**src/pfs_pkg.sv**
```systemverilog
package pfs_pkg;

    // --------------------------------------------------
    // Sizes
    // --------------------------------------------------
    localparam int WORD_W     = 256;
    localparam int ADDR_W     = 22;
    localparam int FIFO_DEPTH = 8;
    localparam int CREDIT_W   = 4;
    localparam int PTR_W      = $clog2(FIFO_DEPTH);

    typedef logic [WORD_W-1:0] word_t;

    // Header word at address 0, most significant field first
    typedef struct packed {
        logic [31:0]        total_bits;
        logic [31:0]        pat_count;
        logic [7:0]         h_fill;
        logic [WORD_W-73:0] pad;
    } pat_header_t;

    // --------------------------------------------------
    // External memory and video
    // --------------------------------------------------
    typedef struct packed {
        logic              read;
        logic [ADDR_W-1:0] addr;
    } mem_req_t;

    typedef struct packed {
        logic  valid;
        word_t data;
    } mem_rsp_t;

    typedef struct packed {
        logic de;
        logic hs;
        logic vs;
    } video_sync_t;

    typedef struct packed {
        logic [7:0] r;
        logic [7:0] g;
        logic [7:0] b;
    } rgb_t;

    localparam rgb_t BLACK = '{r: 8'h00, g: 8'h00, b: 8'h00};
    localparam rgb_t WHITE = '{r: 8'hff, g: 8'hff, b: 8'hff};

    typedef enum logic [1:0] {
        FETCH_IDLE,
        FETCH_HEAD,
        FETCH_HEAD_WAIT,
        FETCH_BODY
    } fetch_state_t;

    typedef enum logic [1:0] {
        SER_IDLE,
        SER_HEAD,
        SER_LOAD,
        SER_SHIFT
    } ser_state_t;

endpackage

```
**src/pat_fetch.sv**
```systemverilog
`timescale 1ns/100ps
module pat_fetch import pfs_pkg::*; (
    input  logic     pixel_clk,
    input  logic     pixel_rst_n,
    input  logic     start,
    input  logic     mem_ready,
    output mem_req_t mem_req,
    input  mem_rsp_t mem_rsp,
    input  logic     credit_return
);

    fetch_state_t      state;
    logic [ADDR_W-1:0] addr_q;
    logic [CREDIT_W-1:0] credits;
    logic [CREDIT_W-1:0] outstanding;
    logic [31:0]       body_left;
    logic [31:0]       words_per_pat;
    pat_header_t       hdr;
    logic              issue;
    logic              accept;

    assign hdr = pat_header_t'(mem_rsp.data);

    // ceil(total_bits / 256)
    assign words_per_pat = {8'd0, hdr.total_bits[31:8]} + 32'(|hdr.total_bits[7:0]);

    // Only request while a buffer slot is guaranteed
    assign issue = (state == FETCH_HEAD || (state == FETCH_BODY && body_left != 32'd0))
                   && credits != '0;
    assign accept = issue && mem_ready;

    assign mem_req = '{read: issue, addr: addr_q};

    always_ff @(posedge pixel_clk or negedge pixel_rst_n) begin
        if (!pixel_rst_n) begin
            state       <= FETCH_IDLE;
            addr_q      <= '0;
            credits     <= CREDIT_W'(FIFO_DEPTH);
            outstanding <= '0;
            body_left   <= '0;
        end else begin
            credits     <= credits - CREDIT_W'(accept) + CREDIT_W'(credit_return);
            outstanding <= outstanding + CREDIT_W'(accept) - CREDIT_W'(mem_rsp.valid);
            if (accept) begin
                addr_q <= addr_q + 1'b1;
            end

            case (state)
                FETCH_IDLE: begin
                    if (start) begin
                        addr_q <= '0;
                        state  <= FETCH_HEAD;
                    end
                end
                FETCH_HEAD: begin
                    if (accept) begin
                        state <= FETCH_HEAD_WAIT;
                    end
                end
                FETCH_HEAD_WAIT: begin
                    // Body length for the whole set, patterns are word aligned
                    if (mem_rsp.valid) begin
                        body_left <= words_per_pat * hdr.pat_count;
                        state     <= FETCH_BODY;
                    end
                end
                FETCH_BODY: begin
                    if (accept) begin
                        body_left <= body_left - 32'd1;
                    end
                    // Done once every response is back
                    if (body_left == 32'd0 && outstanding == '0) begin
                        state <= FETCH_IDLE;
                    end
                end
                default: begin
                    state <= FETCH_IDLE;
                end
            endcase
        end
    end

endmodule

```
**src/word_fifo.sv**
```systemverilog
`timescale 1ns/100ps
module word_fifo import pfs_pkg::*; (
    input  logic  pixel_clk,
    input  logic  pixel_rst_n,
    input  logic  wr_en,
    input  word_t wr_data,
    input  logic  pop,
    output logic  rd_ready,
    output word_t rd_data,
    output logic  credit_return
);

    word_t               mem [FIFO_DEPTH];
    logic [PTR_W-1:0]    wr_ptr;
    logic [PTR_W-1:0]    rd_ptr;
    logic [CREDIT_W-1:0] count;
    logic                do_pop;

    assign rd_ready = count != '0;
    assign do_pop   = pop && rd_ready;

    // Storage and read register
    always_ff @(posedge pixel_clk) begin
        if (wr_en) begin
            mem[wr_ptr] <= wr_data;
        end
        if (do_pop) begin
            rd_data <= mem[rd_ptr];
        end
    end

    // Pointers wrap on their own, depth is a power of two
    always_ff @(posedge pixel_clk or negedge pixel_rst_n) begin
        if (!pixel_rst_n) begin
            wr_ptr        <= '0;
            rd_ptr        <= '0;
            count         <= '0;
            credit_return <= 1'b0;
        end else begin
            if (wr_en) begin
                wr_ptr <= wr_ptr + 1'b1;
            end
            if (do_pop) begin
                rd_ptr <= rd_ptr + 1'b1;
            end
            count         <= count + CREDIT_W'(wr_en) - CREDIT_W'(do_pop);
            credit_return <= do_pop;
        end
    end

endmodule

```
**src/pix_serializer.sv**
```systemverilog
`timescale 1ns/100ps
module pix_serializer import pfs_pkg::*; (
    input  logic        pixel_clk,
    input  logic        pixel_rst_n,
    input  video_sync_t pixel_sync,
    input  logic        rd_ready,
    input  word_t       rd_data,
    output logic        pop,
    output video_sync_t gen_sync,
    output rgb_t        gen_rgb
);

    ser_state_t  state;
    pat_header_t hdr;
    logic [31:0] total_bits;
    logic [31:0] bits_left;
    logic [31:0] pats_left;
    logic [7:0]  h_fill;
    logic [7:0]  fill_cnt;
    logic [7:0]  bit_idx;
    logic        show_bit;
    logic        cur_bit;
    logic        bit_done;
    logic        pat_end;
    logic        set_end;
    logic        word_end;

    assign hdr = pat_header_t'(rd_data);

    // --------------------------------------------------
    // Bit selection and word boundaries
    // --------------------------------------------------
    assign show_bit = state == SER_SHIFT && pixel_sync.de;
    // MSB first
    assign cur_bit  = rd_data[~bit_idx];
    assign bit_done = show_bit && fill_cnt == h_fill;
    assign pat_end  = bits_left == 32'd1;
    assign set_end  = pat_end && pats_left == 32'd1;
    // Tail bits past total_bits are skipped by moving on early
    assign word_end = bit_done && (bit_idx == 8'hff || pat_end) && !set_end;

    assign pop = rd_ready && (state == SER_IDLE || state == SER_LOAD || word_end);

    always_ff @(posedge pixel_clk or negedge pixel_rst_n) begin
        if (!pixel_rst_n) begin
            state      <= SER_IDLE;
            total_bits <= '0;
            bits_left  <= '0;
            pats_left  <= '0;
            h_fill     <= '0;
            fill_cnt   <= '0;
            bit_idx    <= '0;
        end else begin
            case (state)
                SER_IDLE: begin
                    if (rd_ready) begin
                        state <= SER_HEAD;
                    end
                end
                SER_HEAD: begin
                    // Header word is on rd_data now
                    total_bits <= hdr.total_bits;
                    bits_left  <= hdr.total_bits;
                    pats_left  <= hdr.pat_count;
                    h_fill     <= hdr.h_fill;
                    fill_cnt   <= '0;
                    bit_idx    <= '0;
                    if (hdr.total_bits == 32'd0 || hdr.pat_count == 32'd0) begin
                        state <= SER_IDLE;
                    end else begin
                        state <= SER_LOAD;
                    end
                end
                SER_LOAD: begin
                    // Underflow waits here, pixels stay white
                    if (rd_ready) begin
                        state <= SER_SHIFT;
                    end
                end
                SER_SHIFT: begin
                    if (bit_done) begin
                        fill_cnt  <= '0;
                        bit_idx   <= bit_idx + 8'd1;
                        bits_left <= bits_left - 32'd1;
                        if (pat_end) begin
                            bit_idx   <= '0;
                            bits_left <= total_bits;
                            pats_left <= pats_left - 32'd1;
                        end
                        if (set_end) begin
                            state <= SER_IDLE;
                        end else if (word_end && !rd_ready) begin
                            state <= SER_LOAD;
                        end
                    end else if (show_bit) begin
                        fill_cnt <= fill_cnt + 8'd1;
                    end
                end
                default: begin
                    state <= SER_IDLE;
                end
            endcase
        end
    end

    // --------------------------------------------------
    // Output register, one cycle behind pixel_sync
    // --------------------------------------------------
    always_ff @(posedge pixel_clk or negedge pixel_rst_n) begin
        if (!pixel_rst_n) begin
            gen_sync <= '{de: 1'b0, hs: 1'b1, vs: 1'b1};
            gen_rgb  <= WHITE;
        end else begin
            gen_sync <= pixel_sync;
            if (show_bit && cur_bit) begin
                gen_rgb <= BLACK;
            end else begin
                gen_rgb <= WHITE;
            end
        end
    end

endmodule

```
**src/pattern_fetch_send.sv**
```systemverilog
`timescale 1ns/100ps
module pattern_fetch_send import pfs_pkg::*; (
    input  logic        pixel_clk,
    input  logic        pixel_rst_n,
    input  logic        start,
    input  video_sync_t pixel_sync,
    input  logic        mem_ready,
    output mem_req_t    mem_req,
    input  mem_rsp_t    mem_rsp,
    output video_sync_t gen_sync,
    output rgb_t        gen_rgb
);

    logic  credit_return;
    logic  fifo_pop;
    logic  fifo_rd_ready;
    word_t fifo_rd_data;

    // Memory read side
    pat_fetch u_pat_fetch (
        .pixel_clk     (pixel_clk),
        .pixel_rst_n   (pixel_rst_n),
        .start         (start),
        .mem_ready     (mem_ready),
        .mem_req       (mem_req),
        .mem_rsp       (mem_rsp),
        .credit_return (credit_return)
    );

    // Every response goes straight into the buffer
    word_fifo u_word_fifo (
        .pixel_clk     (pixel_clk),
        .pixel_rst_n   (pixel_rst_n),
        .wr_en         (mem_rsp.valid),
        .wr_data       (mem_rsp.data),
        .pop           (fifo_pop),
        .rd_ready      (fifo_rd_ready),
        .rd_data       (fifo_rd_data),
        .credit_return (credit_return)
    );

    pix_serializer u_pix_serializer (
        .pixel_clk   (pixel_clk),
        .pixel_rst_n (pixel_rst_n),
        .pixel_sync  (pixel_sync),
        .rd_ready    (fifo_rd_ready),
        .rd_data     (fifo_rd_data),
        .pop         (fifo_pop),
        .gen_sync    (gen_sync),
        .gen_rgb     (gen_rgb)
    );

endmodule

```
**config.mk**
```make
export PLATFORM = sky130hd
export DESIGN_NAME = pattern_fetch_send
export DESIGN_NICKNAME = d
export VERILOG_FILES = /design/src/pfs_pkg.sv /design/src/pat_fetch.sv /design/src/word_fifo.sv /design/src/pix_serializer.sv /design/src/pattern_fetch_send.sv
export SDC_FILE = /design/constraint.sdc
export NUM_CORES = 2
export LEC_CHECK = 0
export BUFFER_PORTS_ARGS = -buffer_cell sky130_fd_sc_hd__buf_4
export CORE_UTILIZATION = 25
export CTS_BUF_LIST = sky130_fd_sc_hd__clkbuf_4
export CTS_CLUSTER_DIAMETER = 40
export DETAILED_ROUTE_END_ITERATION = 12
export SKIP_LAST_GASP = 1
export SLEW_MARGIN = 10
export SYNTH_ARGS = -nofsm -noshare
export SYNTH_HDL_FRONTEND = slang
export SYNTH_SLANG_ARGS = --single-unit
```
**constraint.sdc**
```tcl
create_clock -name pixel_clk -period 24.9 [get_ports pixel_clk]
set_input_delay 2.49 -clock pixel_clk [delete_from_list [all_inputs] [get_ports pixel_clk]]
set_output_delay 2.49 -clock pixel_clk [all_outputs]
set_load 0.005 [all_outputs]
```
# --- After elaboration in Yosys (flattened, before gate mapping) ---
# Memory sizes are Yosys's and may differ from the RTL's. A register that Yosys moved wholly into a read port is not among the register bits.
# Index checks and enable logic that the tools add are counted.
word_totals:
  regBits: 224
  ramBits: 2048
  input_bits: 264
  output_inout_bits: 50
  elab_cells: 135
  n_memories: 1
memory_table:
  columns: ["name", "depth", "width", "rd", "rd_ports_with_merged_regs", "write_ports", "line_no", "source"]
  rows:
  - ["u_word_fifo.mem", 8, 256, 1, 1, 1, "word_fifo.sv:13", "word_t mem [FIFO_DEPTH];"]
classes:
  addsub: 15
  multipliers: 1
  order_cmp: 1
  n_eq_ne: 21
  n_mux: 35
  bitwise: 1
  n_reduce_logical: 38
ops:
  columns: ["operator", "count"]
  rows:
  - ["two-way mux 32 bit", 6]
  - ["case mux 32 bit (2 select lines)", 3]
  - ["logical NOT 32 bit", 3]
  - ["subtractor 32 x 1 -> 32 bit (second input constant)", 3]
  - ["two-way mux 22 bit", 3]
  - ["== test 32 x 1 -> 1 bit (second input constant)", 2]
  - ["multiplier 32 x 32 -> 32 bit", 1]
  - ["two-way mux 8 bit", 4]
  - ["case mux 8 bit (2 select lines)", 2]
  - ["nonzero test 32 bit", 1]
  - ["adder 24 x 1 -> 25 bit", 1]
  - ["two-way mux 24 bit", 1]
  - ["adder 22 x 1 -> 22 bit (second input constant)", 1]
  - ["two-way mux 2 bit", 10]
  - ["adder 8 x 1 -> 8 bit (second input constant)", 2]
  - ["case mux 2 bit (4 select lines)", 2]
  - ["logical AND 1 bit", 13]
  - ["adder 4 x 1 -> 4 bit", 3]
  - ["!= test 2 x 1 -> 1 bit (second input constant)", 6]
  - ["subtractor 4 x 1 -> 4 bit", 3]
  - ["less-than comparator 8 x 9 -> 1 bit (second input constant)", 1]
  - ["binary-select mux 1 bit (select 8 bit)", 1]
  - ["== test 2 bit (second input constant)", 4]
  - ["== test 8 bit", 1]
  - ["other kinds (18)", 35]

# --- Longest topological paths before layout ---
logic_depth:
  word_depth: 10
  ltp_mapped: 34
  depth_no_buf: 32

# --- Cells and area by module ---
# Synthesis repeated with hierarchy kept, for this count alone.
unflattened:
  hier_cells: 6564
  area_unflattened_um2: 114095.7
by_module_without_submodules:
  columns: ["module", "n_inst", "cells_each", "area_each_um2"]
  rows:
  - ["word_fifo", 1, 3270, 85134.2]
  - ["pat_fetch", 1, 2246, 19453.7]
  - ["pix_serializer", 1, 1048, 9507.9]

# --- Worst setup path before layout ---
# No wires, ideal clock.
synth_timing:
  kind: "input-to-reg"
  start: "input mem_rsp[256] (netlist name)"
  end: "memory u_word_fifo.mem[0][0] (netlist name) (enable)"
  setup_time_ps: 1186
  arrival_time_ps: 20096
  required_ps: 23714
  path_slack_ps: 3618
  cell_stages: 3
  path_buffers: 1
  cell_sequence: "clkbuf_1 -> nand2b_1 -> nor3_1"
synth_between:
  elab_chain_cells: 2
synth_rtl:
  columns: ["element", "line_no", "source"]
  rows:
  - ["start, declared", "pattern_fetch_send.sv:9", "input mem_rsp_t mem_rsp,"]
  - ["two-way mux 1 bit", "word_fifo.sv:24", "if (wr_en) begin"]
  - ["two-way mux 1 bit (implied by the code)", "word_fifo.sv:25", "mem[wr_ptr] <= wr_data;"]
  - ["end, declared", "word_fifo.sv:13", null]
# No other way between the ends.

# --- Final worst setup path ---
layout_timing:
  start: "input mem_rsp[229] (netlist name)"
  end: "register u_pat_fetch.body_left[31]"
layout_between:
  elab_chain_cells: 5
layout_rtl:
  columns: ["element", "line_no", "source"]
  rows:
  - ["OR reduction 8 bit", "pat_fetch.sv:25", "assign words_per_pat = {8'd0, hdr.total_bits[31:8]} + 32'(|hdr.total_bits[7:0]);"]
  - ["adder 24 x 1 -> 25 bit", "pat_fetch.sv:25", null]
  - ["multiplier 32 x 32 -> 32 bit", "pat_fetch.sv:63", "body_left <= words_per_pat * hdr.pat_count;"]
  - ["two-way mux 32 bit", "pat_fetch.sv:62", "if (mem_rsp.valid) begin"]
  - ["case mux 32 bit (2 select lines)", "pat_fetch.sv:48", "case (state)"]
  - ["end signal, assigned", "pat_fetch.sv:63", null]
  - ["end signal, assigned", "pat_fetch.sv:69", "body_left <= body_left - 32'd1;"]
  - ["end, declared", "pat_fetch.sv:16", "logic [31:0] body_left;"]
# No other way between the ends. The select of a mux whose other input is x is not followed.
# A chain may end at the register's enable or synchronous reset.

==> out/qor.txt <==
status -> finished, final reports clean
family with the most delay on the worst path -> adder cells
simple-gate area share of the yosys netlist -> 4.77%
die width -> 675 um
first-pass GRT wire length -> 425000 um
main area contributors after synthesis -> edfxtp_1 (61%), mux4_2 (12%), fa_1 (7.0%)
asr flop ratio synth -> 8.02%
skew final -> 0.199 ns
final worst-path setup slack -> 15.13 ns
Ports -> 314
CTS Hold Bufs -> 0
Synth top area share -> 61.0%
worst slew pin tran -> 1.28 ns
Starting Density -> 25.2%
grt total ovfl -> 0
Post-Syn Area -> 0.113 mm^2
layout net count -> 7967
M2 GR Usage -> 21.4%
post-route cell area -> 0.131 mm^2
antenna-violating nets left -> 0
Seq/Total Area, Yosys -> 65.5%
hold path startpoint -> u_pix_serializer.total_bits[0]
Fin. Hold Viols -> 0
Synth Area in Compound Gates -> 2.15%
Avg Inst Size Synth -> 17.6 um^2
Area growth syn-to-layout -> 15.8%
RR Startpoint -> u_pix_serializer.bits_left[24]
CTS tree -> built
synthesized flop and latch total -> 2505
vias in the first global route -> 66200
DR DRC count -> 0
layout cell share with drive strength beyond 1 -> 31.4%
CP arrival -> 11.17 ns
CP bufs+invs -> 6
Unique masters post-synth -> 76
Peak VDD IR -> 0.000272 V
cell mode on critical path -> fa_1
wire length per cell -> 20.9 um
Hold Crit Class -> reg2reg
GR Util met3 -> 2.41%
slowest library cell on the worst path -> fa_1
Synth warnings -> 0
Clock Tree Root -> clkbuf_4
kind of critical path -> in2reg
mux contribution to synthesized area -> 14.9%
standard-cell rows -> 246
worst skew pair latency -> 1.52 ns
grt peak-use layer -> met2
Max Freq -> 102 MHz
initial antenna violation count -> 67
port bufs -> 313
post-synth net total -> 7219
Sink Count -> 2505
EDFF count, synth -> 2304
Die Y -> 675 um
fillers -> 44500
TNS Setup -> 0 ns
first-pass iteration count of the detailed router -> 7
Static Leak -> 45.7 nW
slew margin rel. -> 14.3%
vias per cell -> 4.44
WP data required -> 26.30 ns
dpl hpwl -> 168000 um
most common cell in the netlist -> edfxtp_1
routability congestion estimate -> 0.800
CP Max Fanout -> 26
clk slew on worst S/H paths -> 0.06 ns
Post-Synth XOR/XNOR Area -> 1.26%
Routed Wire Length -> 284000 um
Post-CTS Resized -> 0
H-tree levels -> 6
placed cell areas -> 0.123 mm^2
Critical Path Source -> mem_rsp[229]
largest net degree at the start of global routing -> 133
most common library cells after synthesis -> edfxtp_1 (2304), mux4_2 (597), inv_1 (547)
RSZ-0062 raised after global routing -> false
Main synth FF type -> edfxtp_1
Core Area -> 0.450 mm^2
Final Critical Period -> 9.77 ns
Cell Pwr Density -> 112 mW/mm^2
full die area -> 0.456 mm^2
Final period util -> 39.2%
Max-Cap Viols -> 0
fin. max-slew vios -> 0
main combinational cell family by area after synthesis -> multiplexers
endpoint type of the worst setup path -> flip-flop
met1 usage -> 15.4%
CTS buffer count -> 659
Setup Buffers After CTS -> 0
CP Launch Type -> input port
Adder-Cell Fraction of Synth Area -> 8.46%
vias -> 60500
synthesized instance count -> 6427
GRT Overall Usage -> 12.3%
dpl ws -> 13.67 ns
Max clock buf depth -> 4
initial drt markers -> 4470
Setup-failing EPs final -> 0
area leader, netlist -> edfxtp_1
Worst path max stage delay -> 0.52 ns
-- cell families after synthesis --
| group | after synthesis |
|---|---|
| AND/OR/NAND/NOR | 1051 |
| multiplexers | 901 |
| adder cells (fa/ha/maj) | 528 |
| flip-flops | 2505 |
| XOR/XNOR | 154 |
| AO/OA/AOI/OAI | 407 |
| buffers and inverters | 881 |
-- through the flow --
step                total power, W  hold WS [ns]  cells  utilization [%]
CTS                         0.0149         0.495  13600             29.1
detailed placement          0.0113         0.477  12500             27.3
floorplan                  0.00964         0.441   6427                -
global placement            0.0112         0.456  12500             27.3
global route                0.0158         0.518  13600             29.2
finish                      0.0147         0.486  13600             29.2
-- final timing paths --
path | slack [ns] | end | depth (start not counted)
min in group asynchronous | 0.93 | u_pat_fetch.addr_q[9] | 1
min | 0.49 | u_pix_serializer.total_bits[0] | 2
max | 15.13 | u_pat_fetch.body_left[31] | 31
max reg2reg | 19.77 | u_word_fifo.count[1] | 15
min reg2reg | 0.49 | u_pix_serializer.total_bits[0] | 2
max in group asynchronous | 22.23 | u_pix_serializer.bit_idx[1] | 2
-- layer usage --
layer / wire length (um) / part of all wire [%] / up-vias
met5: 160 / 0.056 / -
met4: 7040 / 2.5 / 24
met3: 17000 / 6.0 / 502
met2: 143000 / 50 / 1899
met1: 117000 / 41 / 31900
li1: - / - / 26200
-- final cells by class --
class / count / area (um^2) / area share [%]
diodes: 22 / 55.1 / 0.0419
clock buffers: 954 / 7160 / 5.45
clock inverters: 184 / 1200 / 0.914
inverters: 547 / 2050 / 1.56
multi-input cells: 3041 / 35900 / 27.3
flip-flops and latches: 2505 / 74200 / 56.5
well taps: 5952 / 7450 / 5.67
repair buffers: 421 / 3260 / 2.48
-- state kept, by name, summed over array words and instances (netlist names), 3 cells and up --
| signal | count |
|---|---|
| u_pat_fetch.addr_q | 22 |
| u_word_fifo.wr_ptr | 3 |
| u_pat_fetch.body_left | 32 |
| u_pix_serializer.gen_sync | 3 |
| u_pat_fetch.credits | 4 |
| u_pix_serializer.pats_left | 32 |
| u_pix_serializer.total_bits | 32 |
| u_word_fifo.rd_data | 256 |
| u_pat_fetch.outstanding | 4 |
| u_word_fifo.rd_ptr | 3 |
| u_pix_serializer.bit_idx | 8 |
| u_pix_serializer.fill_cnt | 8 |
| u_pix_serializer.bits_left | 32 |
| u_word_fifo.count | 4 |
| u_pix_serializer.h_fill | 8 |
| u_word_fifo.mem | 2048 |
-- worst min-delay path, cell delays in order (launching register included) --
cell	delay, ns
dfrtp_1	0.35
nand2_1	0.05
nand2_1	0.06
-- power breakdown --
part | switching [W] | internal (W)
Sequential | 0.000145 | 0.00519
Combinational | 0.00349 | 0.00232
Clock | 0.00170 | 0.00187
-- cell usage in the layout, fill, tap and decap left out, types with 24 or more instances in the layout --
cell type | Yosys | routed
and2_1 | 178 | 176
o21ai_0 | 122 | 122
a21oi_1 | 137 | 135
dfrtp_1 | 197 | 190
buf_4 | 24 | 413
clkinv_2 | 0 | 24
nor3_1 | 37 | 35
ha_1 | 131 | 130
nand4_1 | 25 | 25
mux4_2 | 597 | 597
clkinv_1 | 0 | 107
fa_1 | 397 | 397
clkbuf_4 | 0 | 954
nor2b_1 | 120 | 120
nand2_1 | 318 | 317
nand2b_1 | 39 | 38
xnor2_1 | 85 | 81
edfxtp_1 | 2304 | 2304
nor4_1 | 39 | 39
inv_1 | 547 | 547
nand3_1 | 59 | 59
mux2_2 | 300 | 300
xor2_1 | 63 | 60
a211oi_1 | 26 | 26
nor2_1 | 149 | 143
(Power assumes the default switching activity.)
